## src/logic/dg_pkg.sv

```systemverilog
`default_nettype none

package dg_pkg;

    // global stage, broadcast to every unit and link
    typedef enum logic [1:0] {
        STAGE_IDLE  = 2'd0,
        STAGE_LOAD  = 2'd1,  // shift a measurement round in
        STAGE_GROW  = 2'd2,  // odd clusters grow one step
        STAGE_MERGE = 2'd3   // roots and parities settle
    } stage_t;

    typedef enum logic {
        LINK_INTERNAL = 1'b0,  // unit to unit
        LINK_BOUNDARY = 1'b1   // unit to code edge
    } link_kind_t;

    localparam int NEIGHBOR_COUNT = 6;

    // opposite slots differ only in bit 0
    localparam int DIR_NORTH = 0;
    localparam int DIR_SOUTH = 1;
    localparam int DIR_WEST  = 2;
    localparam int DIR_EAST  = 3;
    localparam int DIR_DOWN  = 4;
    localparam int DIR_UP    = 5;

    // exposed word: root on top of these flag bits
    localparam int DATA_FLAG_BITS = 4;
    localparam int FLD_ODD        = 0;
    localparam int FLD_BOUNDARY   = 1;  // subtree touches a boundary
    localparam int FLD_PARITY     = 2;  // subtree defect parity
    localparam int FLD_PARENT     = 3;  // sender names the receiver as parent

endpackage

`default_nettype wire
```

## src/logic/decoding_graph.sv

```systemverilog
`timescale 1ns/1ps
`default_nettype none

module decoding_graph import dg_pkg::*; #(
    parameter int  GRID_WIDTH_X  = 4,
    parameter int  GRID_WIDTH_Z  = 2,
    parameter int  GRID_WIDTH_U  = 2,
    parameter int  MAX_WEIGHT    = 2,
    localparam int X_BIT_WIDTH   = $clog2(GRID_WIDTH_X),
    localparam int Z_BIT_WIDTH   = $clog2(GRID_WIDTH_Z),
    localparam int U_BIT_WIDTH   = $clog2(GRID_WIDTH_U),
    localparam int ADDRESS_WIDTH = U_BIT_WIDTH + X_BIT_WIDTH + Z_BIT_WIDTH,
    localparam int PU_PER_ROUND  = GRID_WIDTH_X * GRID_WIDTH_Z,
    localparam int PU_COUNT      = PU_PER_ROUND * GRID_WIDTH_U
) (
    input  logic                              clk,
    input  logic                              rst_i,
    input  logic [PU_PER_ROUND-1:0]           measurements_i,
    input  logic                              meas_req_i,
    input  logic                              dec_req_i,
    output logic                              meas_ack_o,
    output logic                              dec_ack_o,
    output logic [PU_COUNT-1:0]               odd_clusters_o,
    output logic [PU_COUNT-1:0]               busy_o,
    output logic [ADDRESS_WIDTH*PU_COUNT-1:0] roots_o
);

    localparam int DATA_WIDTH = ADDRESS_WIDTH + DATA_FLAG_BITS;

    stage_t stage;
    wire [PU_COUNT-1:0]                       meas_out;  // systolic round shift
    wire [PU_COUNT-1:0]                       increase;
    wire [NEIGHBOR_COUNT-1:0]                 nb_grown     [PU_COUNT];
    wire [NEIGHBOR_COUNT-1:0]                 nb_boundary  [PU_COUNT];
    wire [NEIGHBOR_COUNT-1:0][DATA_WIDTH-1:0] data_to_pu   [PU_COUNT];
    wire [NEIGHBOR_COUNT-1:0][DATA_WIDTH-1:0] data_from_pu [PU_COUNT];

    stage_controller u_ctrl (
        .clk        (clk),
        .rst_i      (rst_i),
        .meas_req_i (meas_req_i),
        .dec_req_i  (dec_req_i),
        .any_busy_i (|busy_o),
        .any_odd_i  (|odd_clusters_o),
        .meas_ack_o (meas_ack_o),
        .dec_ack_o  (dec_ack_o),
        .stage_o    (stage)
    );

    for (genvar k = 0; k < GRID_WIDTH_U; k++) begin : g_round
        for (genvar i = 0; i < GRID_WIDTH_X; i++) begin : g_row
            for (genvar j = 0; j < GRID_WIDTH_Z; j++) begin : g_col
                localparam int UNIT = k*PU_PER_ROUND + i*GRID_WIDTH_Z + j;
                // address is round, row, column
                localparam logic [ADDRESS_WIDTH-1:0] ADDRESS = ADDRESS_WIDTH'(
                    (k << (X_BIT_WIDTH + Z_BIT_WIDTH)) | (i << Z_BIT_WIDTH) | j);
                wire meas_in;

                if (k == GRID_WIDTH_U - 1) begin : g_newest
                    assign meas_in = measurements_i[i*GRID_WIDTH_Z + j];
                end else begin : g_older
                    assign meas_in = meas_out[UNIT + PU_PER_ROUND];  // round above
                end

                processing_unit #(
                    .ADDRESS_WIDTH (ADDRESS_WIDTH),
                    .ADDRESS       (ADDRESS)
                ) u_pu (
                    .clk                    (clk),
                    .rst_i                  (rst_i),
                    .stage_i                (stage),
                    .measurement_i          (meas_in),
                    .measurement_o          (meas_out[UNIT]),
                    .increase_o             (increase[UNIT]),
                    .neighbor_fully_grown_i (nb_grown[UNIT]),
                    .neighbor_is_boundary_i (nb_boundary[UNIT]),
                    .neighbor_data_i        (data_to_pu[UNIT]),
                    .neighbor_data_o        (data_from_pu[UNIT]),
                    .odd_o                  (odd_clusters_o[UNIT]),
                    .root_o                 (roots_o[UNIT*ADDRESS_WIDTH +: ADDRESS_WIDTH]),
                    .busy_o                 (busy_o[UNIT])
                );

                for (genvar d = 0; d < NEIGHBOR_COUNT; d++) begin : g_dir
                    localparam int PK = (d == DIR_UP) ? k + 1 : (d == DIR_DOWN) ? k - 1 : k;
                    localparam int PI = (d == DIR_SOUTH) ? i + 1 : (d == DIR_NORTH) ? i - 1 : i;
                    localparam int PJ = (d == DIR_EAST) ? j + 1 : (d == DIR_WEST) ? j - 1 : j;
                    localparam bit PEER_OK = PK >= 0 && PK < GRID_WIDTH_U
                                          && PI >= 0 && PI < GRID_WIDTH_X
                                          && PJ >= 0 && PJ < GRID_WIDTH_Z;
                    // off-grid north, south and down reach the code boundary
                    localparam bit BND = !PEER_OK
                        && (d == DIR_NORTH || d == DIR_SOUTH || d == DIR_DOWN);
                    localparam int PEER = PEER_OK ? PK*PU_PER_ROUND + PI*GRID_WIDTH_Z + PJ
                                                  : UNIT;
                    localparam int PD = d ^ 1;  // peer's slot facing back

                    // internal links are built once, from the north, west or down side
                    if (BND || (PEER_OK && d % 2 == 0)) begin : g_link
                        wire                  fully_grown;
                        wire                  is_boundary;
                        wire [DATA_WIDTH-1:0] b_data;

                        neighbor_link #(
                            .MAX_WEIGHT (MAX_WEIGHT),
                            .DATA_WIDTH (DATA_WIDTH),
                            .KIND       (link_kind_t'(BND))
                        ) u_link (
                            .clk           (clk),
                            .rst_i         (rst_i),
                            .stage_i       (stage),
                            .a_increase_i  (increase[UNIT]),
                            .b_increase_i  (BND ? 1'b0 : increase[PEER]),
                            .a_data_i      (data_from_pu[UNIT][d]),
                            .b_data_i      (BND ? '0 : data_from_pu[PEER][PD]),
                            .a_data_o      (data_to_pu[UNIT][d]),
                            .b_data_o      (b_data),
                            .fully_grown_o (fully_grown),
                            .is_boundary_o (is_boundary)
                        );

                        assign nb_grown[UNIT][d]    = fully_grown;
                        assign nb_boundary[UNIT][d] = is_boundary;
                        if (!BND) begin : g_peer
                            assign data_to_pu[PEER][PD]  = b_data;
                            assign nb_grown[PEER][PD]    = fully_grown;
                            assign nb_boundary[PEER][PD] = is_boundary;
                        end
                    end else if (!PEER_OK) begin : g_none  // column edge or top round
                        assign data_to_pu[UNIT][d]  = '0;
                        assign nb_grown[UNIT][d]    = 1'b0;
                        assign nb_boundary[UNIT][d] = 1'b0;
                    end
                end
            end
        end
    end

endmodule

`default_nettype wire

```

## src/logic/stage_controller.sv

```systemverilog
`timescale 1ns/1ps
`default_nettype none

module stage_controller import dg_pkg::*; (
    input  logic   clk,
    input  logic   rst_i,
    input  logic   meas_req_i,
    input  logic   dec_req_i,
    input  logic   any_busy_i,
    input  logic   any_odd_i,
    output logic   meas_ack_o,
    output logic   dec_ack_o,
    output stage_t stage_o
);

    typedef enum logic [2:0] {
        S_IDLE,
        S_LOAD,      // one load cycle
        S_LOAD_ACK,  // wait for meas_req_i to fall
        S_MERGE,
        S_GROW,      // one grow step
        S_DEC_ACK    // wait for dec_req_i to fall
    } state_t;

    state_t state_q;
    state_t state_d;
    logic   merge_first_q;  // busy still reflects the cycle before merge

    always_comb begin
        state_d = state_q;
        case (state_q)
            S_IDLE: begin
                // load wins a tie, the other request just waits
                if (meas_req_i) begin
                    state_d = S_LOAD;
                end else if (dec_req_i) begin
                    state_d = S_MERGE;
                end
            end
            S_LOAD: state_d = S_LOAD_ACK;
            S_LOAD_ACK: begin
                if (!meas_req_i) state_d = S_IDLE;
            end
            S_MERGE: begin
                // settled once no unit changed for a whole cycle
                if (!merge_first_q && !any_busy_i) begin
                    state_d = any_odd_i ? S_GROW : S_DEC_ACK;
                end
            end
            S_GROW: state_d = S_MERGE;
            S_DEC_ACK: begin
                if (!dec_req_i) state_d = S_IDLE;
            end
            default: state_d = S_IDLE;
        endcase
    end

    always_ff @(posedge clk) begin
        if (rst_i) begin
            state_q       <= S_IDLE;
            merge_first_q <= 1'b0;
            meas_ack_o    <= 1'b0;
            dec_ack_o     <= 1'b0;
        end else begin
            state_q       <= state_d;
            merge_first_q <= (state_d == S_MERGE) && (state_q != S_MERGE);
            meas_ack_o    <= (state_q == S_LOAD_ACK) && meas_req_i;  // drops with the req
            dec_ack_o     <= (state_q == S_DEC_ACK) && dec_req_i;
        end
    end

    always_comb begin
        case (state_q)
            S_LOAD:  stage_o = STAGE_LOAD;
            S_MERGE: stage_o = STAGE_MERGE;
            S_GROW:  stage_o = STAGE_GROW;
            default: stage_o = STAGE_IDLE;
        endcase
    end

endmodule

`default_nettype wire

```

## src/logic/processing_unit.sv

```systemverilog
`timescale 1ns/1ps
`default_nettype none

module processing_unit import dg_pkg::*; #(
    parameter int                       ADDRESS_WIDTH = 4,
    parameter logic [ADDRESS_WIDTH-1:0] ADDRESS       = '0
) (
    input  logic                      clk,
    input  logic                      rst_i,
    input  stage_t                    stage_i,
    input  logic                      measurement_i,
    output logic                      measurement_o,
    output logic                      increase_o,
    input  logic [NEIGHBOR_COUNT-1:0] neighbor_fully_grown_i,
    input  logic [NEIGHBOR_COUNT-1:0] neighbor_is_boundary_i,
    input  logic [NEIGHBOR_COUNT*(ADDRESS_WIDTH+DATA_FLAG_BITS)-1:0] neighbor_data_i,
    output logic [NEIGHBOR_COUNT*(ADDRESS_WIDTH+DATA_FLAG_BITS)-1:0] neighbor_data_o,
    output logic                      odd_o,
    output logic [ADDRESS_WIDTH-1:0]  root_o,
    output logic                      busy_o
);

    localparam int DATA_WIDTH = ADDRESS_WIDTH + DATA_FLAG_BITS;

    logic                      defect_q;    // own measurement, also shifts down
    logic [ADDRESS_WIDTH-1:0]  root_q;
    logic [NEIGHBOR_COUNT-1:0] parent_q;    // one-hot, zero on a cluster root
    logic                      parity_q;
    logic                      boundary_q;
    logic                      odd_q;
    logic                      busy_q;

    logic [ADDRESS_WIDTH-1:0]  root_d;
    logic [NEIGHBOR_COUNT-1:0] parent_d;
    logic                      parity_d;
    logic                      boundary_d;
    logic                      odd_d;
    logic                      parent_odd;
    logic                      changed;

    always_comb begin
        logic [DATA_WIDTH-1:0]    word;
        logic [ADDRESS_WIDTH-1:0] nb_root;
        root_d     = root_q;
        parent_d   = parent_q;
        parity_d   = defect_q;
        boundary_d = 1'b0;
        parent_odd = 1'b0;
        for (int d = 0; d < NEIGHBOR_COUNT; d++) begin
            word    = neighbor_data_i[d*DATA_WIDTH +: DATA_WIDTH];
            nb_root = word[DATA_WIDTH-1 -: ADDRESS_WIDTH];
            // only a strictly lower root moves the parent, so pointers never loop
            if (neighbor_fully_grown_i[d] && !neighbor_is_boundary_i[d]
                    && nb_root < root_d) begin
                root_d   = nb_root;
                parent_d = NEIGHBOR_COUNT'(1) << d;
            end
            if (word[FLD_PARENT]) begin  // a child reporting its subtree
                parity_d   = parity_d ^ word[FLD_PARITY];
                boundary_d = boundary_d | word[FLD_BOUNDARY];
            end
            boundary_d = boundary_d | neighbor_is_boundary_i[d];
            if (parent_q[d]) parent_odd = word[FLD_ODD];
        end
        // root decides, everyone else follows the parent
        odd_d = (parent_q == '0) ? (parity_q & ~boundary_q) : parent_odd;
    end

    assign changed = (root_d != root_q) || (parent_d != parent_q)
                  || (parity_d != parity_q) || (boundary_d != boundary_q)
                  || (odd_d != odd_q);

    always_ff @(posedge clk) begin
        if (rst_i) begin
            defect_q   <= 1'b0;
            root_q     <= ADDRESS;
            parent_q   <= '0;
            parity_q   <= 1'b0;
            boundary_q <= 1'b0;
            odd_q      <= 1'b0;
            busy_q     <= 1'b0;
        end else begin
            busy_q <= 1'b0;
            case (stage_i)
                STAGE_LOAD: begin  // singleton cluster around the new measurement
                    defect_q   <= measurement_i;
                    root_q     <= ADDRESS;
                    parent_q   <= '0;
                    parity_q   <= measurement_i;
                    boundary_q <= 1'b0;
                    odd_q      <= measurement_i;
                end
                STAGE_MERGE: begin
                    root_q     <= root_d;
                    parent_q   <= parent_d;
                    parity_q   <= parity_d;
                    boundary_q <= boundary_d;
                    odd_q      <= odd_d;
                    busy_q     <= changed;  // seen by the controller a cycle later
                end
                default: begin
                end
            endcase
        end
    end

    // same word on every side except the parent flag
    always_comb begin
        for (int d = 0; d < NEIGHBOR_COUNT; d++) begin
            neighbor_data_o[d*DATA_WIDTH +: DATA_WIDTH] =
                {root_q, parent_q[d], parity_q, boundary_q, odd_q};
        end
    end

    assign measurement_o = defect_q;
    assign increase_o    = (stage_i == STAGE_GROW) && odd_q;
    assign odd_o         = odd_q;
    assign root_o        = root_q;
    assign busy_o        = busy_q;

endmodule

`default_nettype wire

```

## src/logic/neighbor_link.sv

```systemverilog
`timescale 1ns/1ps
`default_nettype none

module neighbor_link import dg_pkg::*; #(
    parameter int         MAX_WEIGHT = 2,
    parameter int         DATA_WIDTH = 8,
    parameter link_kind_t KIND       = LINK_INTERNAL
) (
    input  logic                  clk,
    input  logic                  rst_i,
    input  stage_t                stage_i,
    input  logic                  a_increase_i,
    input  logic                  b_increase_i,
    input  logic [DATA_WIDTH-1:0] a_data_i,
    input  logic [DATA_WIDTH-1:0] b_data_i,
    output logic [DATA_WIDTH-1:0] a_data_o,
    output logic [DATA_WIDTH-1:0] b_data_o,
    output logic                  fully_grown_o,
    output logic                  is_boundary_o
);

    localparam int GROWTH_WIDTH = $clog2(MAX_WEIGHT + 1);
    localparam logic [GROWTH_WIDTH:0] WEIGHT = (GROWTH_WIDTH + 1)'(MAX_WEIGHT);

    logic [GROWTH_WIDTH-1:0] growth_q;
    logic [GROWTH_WIDTH:0]   growth_sum;  // spare bit, both sides may push at once

    assign growth_sum = {1'b0, growth_q}
                      + {{GROWTH_WIDTH{1'b0}}, a_increase_i}
                      + {{GROWTH_WIDTH{1'b0}}, b_increase_i};

    always_ff @(posedge clk) begin
        if (rst_i) begin
            growth_q <= '0;
        end else if (stage_i == STAGE_LOAD) begin
            growth_q <= '0;  // new round, every link starts empty
        end else if (stage_i == STAGE_GROW) begin
            // saturate at the link weight
            if (growth_sum >= WEIGHT) begin
                growth_q <= WEIGHT[GROWTH_WIDTH-1:0];
            end else begin
                growth_q <= growth_sum[GROWTH_WIDTH-1:0];
            end
        end
    end

    assign fully_grown_o = ({1'b0, growth_q} == WEIGHT);

    // words cross only over a full internal link, zeros otherwise
    assign a_data_o = (fully_grown_o && KIND == LINK_INTERNAL) ? b_data_i : '0;
    assign b_data_o = (fully_grown_o && KIND == LINK_INTERNAL) ? a_data_i : '0;

    assign is_boundary_o = fully_grown_o && (KIND == LINK_BOUNDARY);

endmodule

`default_nettype wire

```

## config.mk

```make
export PLATFORM = sky130hd
export DESIGN_NAME = decoding_graph
export DESIGN_NICKNAME = d
export VERILOG_FILES = /design/src/logic/dg_pkg.sv /design/src/logic/decoding_graph.sv /design/src/logic/stage_controller.sv /design/src/logic/processing_unit.sv /design/src/logic/neighbor_link.sv
export SDC_FILE = /design/constraint.sdc
export NUM_CORES = 1
export LEC_CHECK = 0
export BUFFER_PORTS_ARGS = -buffer_cell sky130_fd_sc_hd__buf_2
export CAP_MARGIN = 10
export CELL_PAD_IN_SITES_DETAIL_PLACEMENT = 1
export CELL_PAD_IN_SITES_GLOBAL_PLACEMENT = 1
export CORE_ASPECT_RATIO = 0.7
export CORE_UTILIZATION = 44
export DETAILED_ROUTE_END_ITERATION = 6
export PLACE_DENSITY_LB_ADDON = 0.1
export SLEW_MARGIN = 10
export SYNTH_ARGS = -nofsm -noshare
export SYNTH_HDL_FRONTEND = slang
export SYNTH_SLANG_ARGS = --single-unit
```

## constraint.sdc

```tcl
create_clock -name clk -period 9.45 [get_ports clk]
set_input_delay 0.945 -clock clk [delete_from_list [all_inputs] [get_ports clk]]
set_output_delay 0.945 -clock clk [all_outputs]
set_load 0.05 [all_outputs]
```

==> impl_metrics.env <==
export IMPL_status="completed"
export IMPL_die_y_um=214.1
export IMPL_min_period_ps=8718
export IMPL_holdBufCountCts=0
export IMPL_worst_pin_slew_ps=1168
export IMPL_yosys_area_top_type="dfxtp_1"
export IMPL_area_delta_synth_final_pct=6.980
export IMPL_yosysUniqueCellTypes=114
export IMPL_antenna_found_initial=9
export IMPL_ant_nets=0
export IMPL_final_max_slew_viol_count=0
export IMPL_worst_slack_ps=731.5
export IMPL_crit_fanout=16
export IMPL_synth_area_per_cell_sq_um=7.454
export IMPL_vias=29790
export IMPL_cp_end_kind="flop"
export IMPL_grt_pass1_vias=29510
export IMPL_ioPinCount=110
export IMPL_syn_num_nets=4031
export IMPL_drive_above_1_share=0.09488
export IMPL_dp_hpwl_um=98080
export IMPL_die_area_sq_mm=0.06533
export IMPL_wl_um=130800
export IMPL_arrival_ps=9160
export IMPL_clk_path_buf_depth=3
export IMPL_yosys_register_bits=334
export IMPL_finalCritPeriodShare=0.9226
export IMPL_finalSetupTns_ps=0
export IMPL_max_freq_mhz=114.7
export IMPL_yosys_top_cells_area="dfxtp_1, ha_1, nand2_1, nor2_1, xnor2_1"
export IMPL_async_flop_share=0
export IMPL_grt_max_degree=69
export IMPL_synth_seq_area_share=0.2364
export IMPL_track_usage=0.3892
export IMPL_initial_core_util=0.4462
export IMPL_vias_per_cell=6.561
export IMPL_nNetsFinal=3918
export IMPL_worstSkewPairLatency_ps=600
export IMPL_worst_ir_drop_vdd_v=0.0001113
export IMPL_synth_cells=3795
export IMPL_synth_top_area_frac=0.2364
export IMPL_clock_sinks=334
export IMPL_grt_setup_unrepaired="no"
export IMPL_postLayoutCoreUtil=0.4774
export IMPL_firstDrtPassIters=6
export IMPL_nFillCells=7858
export IMPL_ys_warn_count=0
export IMPL_p_leak_nw=12.16
export IMPL_hold_path_class="reg2reg"
export IMPL_grt_pass1_wl_um=193400
export IMPL_port_buffers=109
export IMPL_grt_overflow=0
export IMPL_cts_made_buffers=40
export IMPL_synth_area_sq_mm=0.02829
export IMPL_reg2reg_depth=25
export IMPL_cts_resized=0
export IMPL_cts_setup_buffers=0
export IMPL_gp_congestion=0.9615
export IMPL_path_class="reg2reg"
export IMPL_drc=0
export IMPL_slowest_stage="a2111oi_1"
export IMPL_setup_viol=0
export IMPL_cts_clk_slew_worst_paths_ps=70
export IMPL_dp_slack_ps=660.5
export IMPL_worstSetupStartpointType="flop"
export IMPL_drt_iter0_drc=3086
export IMPL_core_area_sq_mm=0.06339
export IMPL_slew_headroom=0.2196
export IMPL_die_x_um=305.1
export IMPL_hold_viol=0
export IMPL_powerDensity_mw_per_mm2=132.1
export IMPL_synth_edf_count=0
export IMPL_finalClockSkew_ps=28.04
export IMPL_ys_flop_type="dfxtp_1"
export IMPL_cts_tree="yes"
export IMPL_required_ps=9890
export IMPL_holdPathStages=2
export IMPL_hold_ws_ps=470.6
export IMPL_ctsRootBufferMaster="clkbuf_16"
export IMPL_drv_cap=0
export IMPL_rows=77
export IMPL_slowest_delay_ps=860
export IMPL_wl_per_cell_um=28.80
export IMPL_ctsHtreeMaxLevel=2
==> layout by cell type (no fill, tap or decap), types with 12 or more instances in the layout <==
cell type / n
nand2_1: 368
xor2_1: 42
a21oi_1: 226
nand3_1: 162
nand3b_1: 40
o211ai_1: 22
a31oi_1: 142
a22o_1: 45
and2_1: 33
nand2b_1: 39
mux2i_1: 70
a21o_1: 39
nor2_1: 321
xnor2_1: 133
nor2b_1: 51
a22oi_1: 22
o22ai_1: 39
or3_1: 15
o2111ai_1: 13
o21a_1: 14
a2111oi_0: 12
ha_1: 196
fa_1: 28
nand4_1: 20
o21ai_0: 217
nor3b_1: 15
inv_1: 273
clkinv_1: 15
a311oi_1: 19
mux2_2: 40
nor3_1: 88
nor4_1: 44
a211oi_1: 54
o31ai_1: 26
buf_2: 109
and3_1: 15
buf_4: 69
clkbuf_16: 41
dfxtp_1: 333
==> worst max-delay path, delay by kind of cell (launching register included) <==
| kind | cells | cell delay, ps |
|---|---|---|
| DFF | 1 | 360 |
| buffers and inverters | 1 | 240 |
| xor gates and xnor gates | 1 | 160 |
| and+or+nand+nor | 7 | 1900 |
| muxes | 2 | 1010 |
| adders and majority gates | 4 | 1300 |
| AOI/OAI and AO/OA | 10 | 3610 |
==> stage by stage <==
stage	power (mW)	area, sq um	std cells
2_1_floorplan	1.980	28290	3795
3_3_place_gp	2.194	28810	4469
3_5_place_dp	2.214	28810	4469
4_1_cts	3.979	30260	4539
5_1_grt	4.096	30260	4539
6_report	3.997	30260	4541
==> layout make-up <==
type                    instances  area, sq um  share of cell area
clock buffers                  56         1192             0.03940
inverters                     290         1089             0.03597
diodes                          2        5.005           0.0001654
repair buffers                178         1064             0.03514
flip-flops and latches        334         6688              0.2210
well taps                     829         1037             0.03427
clock inverters                14        256.5            0.008476
multi-input cells            2838        18930              0.6256
==> logic make-up after synthesis <==
kind of cell / synth area share
buffers and inverters: 0.09642
AO/OA/AOI/OAI: 0.2476
XOR/XNOR: 0.05418
AND/OR/NAND/NOR: 0.2144
flip-flops: 0.2364
multiplexers: 0.04162
adder cells (fa/ha/maj): 0.1094
==> sequential cells by signal, summed over array words and instances, names as in the netlist <==
register,count
g_round.g_row.g_col.g_dir.g_link.u_link.growth_q,88
u_ctrl.merge_first_q,1
g_round.g_row.g_col.u_pu.parent_q,96
g_round.g_row.g_col.u_pu.root_o,64
g_round.g_row.g_col.u_pu.odd_o,16
u_ctrl.state_q,3
g_round.g_row.g_col.u_pu.busy_o,16
g_round.g_row.g_col.u_pu.parity_q,16
g_round.g_row.g_col.u_pu.boundary_q,16
u_ctrl.dec_ack_o,1
g_round.g_row.g_col.u_pu.measurement_o,16
u_ctrl.meas_ack_o,1
==> Yosys cell counts, drive strengths merged, types with 10 or more instances <==
cell / instances
a2111oi: 16
a211o: 10
a211oi: 57
a21boi: 10
a21o: 39
a21oi: 230
a22o: 45
a22oi: 23
a311oi: 22
a31oi: 142
and2: 34
and3: 15
buf: 122
clkbuf: 211
clkinv: 15
dfxtp: 334
fa: 28
ha: 196
inv: 275
mux2: 42
mux2i: 70
nand2: 369
nand2b: 41
nand3: 164
nand3b: 40
nand4: 20
nor2: 325
nor2b: 52
nor3: 91
nor3b: 17
nor4: 44
o2111ai: 13
o211ai: 24
o21a: 14
o21ai: 231
o22ai: 40
o31ai: 28
or3: 15
xnor2: 133
xor2: 42
==> routing by layer <==
layer  vias to the layer above  share of wire  GRT usage  routed length [um]
li1                      13210              -          -                   -
met1                     14880           0.47     0.5816               61450
met2                      1479           0.39     0.5371               51030
met3                       219           0.12     0.1080               15080
met4                         6          0.024     0.1027                3177
met5                         -        0.00035          0                  46
==> final timing paths <==
kind,slack (ps),to,from
max reg2reg,730,g_round[1].g_row[1].g_col[0].u_pu.busy_o,g_round[1].g_row[0].g_col[0].u_pu.root_o[3]
min,470,flop,flop
min reg2reg,470,flop,flop
max,730,g_round[1].g_row[1].g_col[0].u_pu.busy_o,g_round[1].g_row[0].g_col[0].u_pu.root_o[3]
==> power breakdown <==
group / internal [mW] / switching [mW] / total (mW)
clock: 1.07 / 0.715 / 1.78
sequential: 1.44 / 0.0826 / 1.52
combinational: 0.213 / 0.479 / 0.692
No activity file was read; power rests on OpenSTA's default activity.
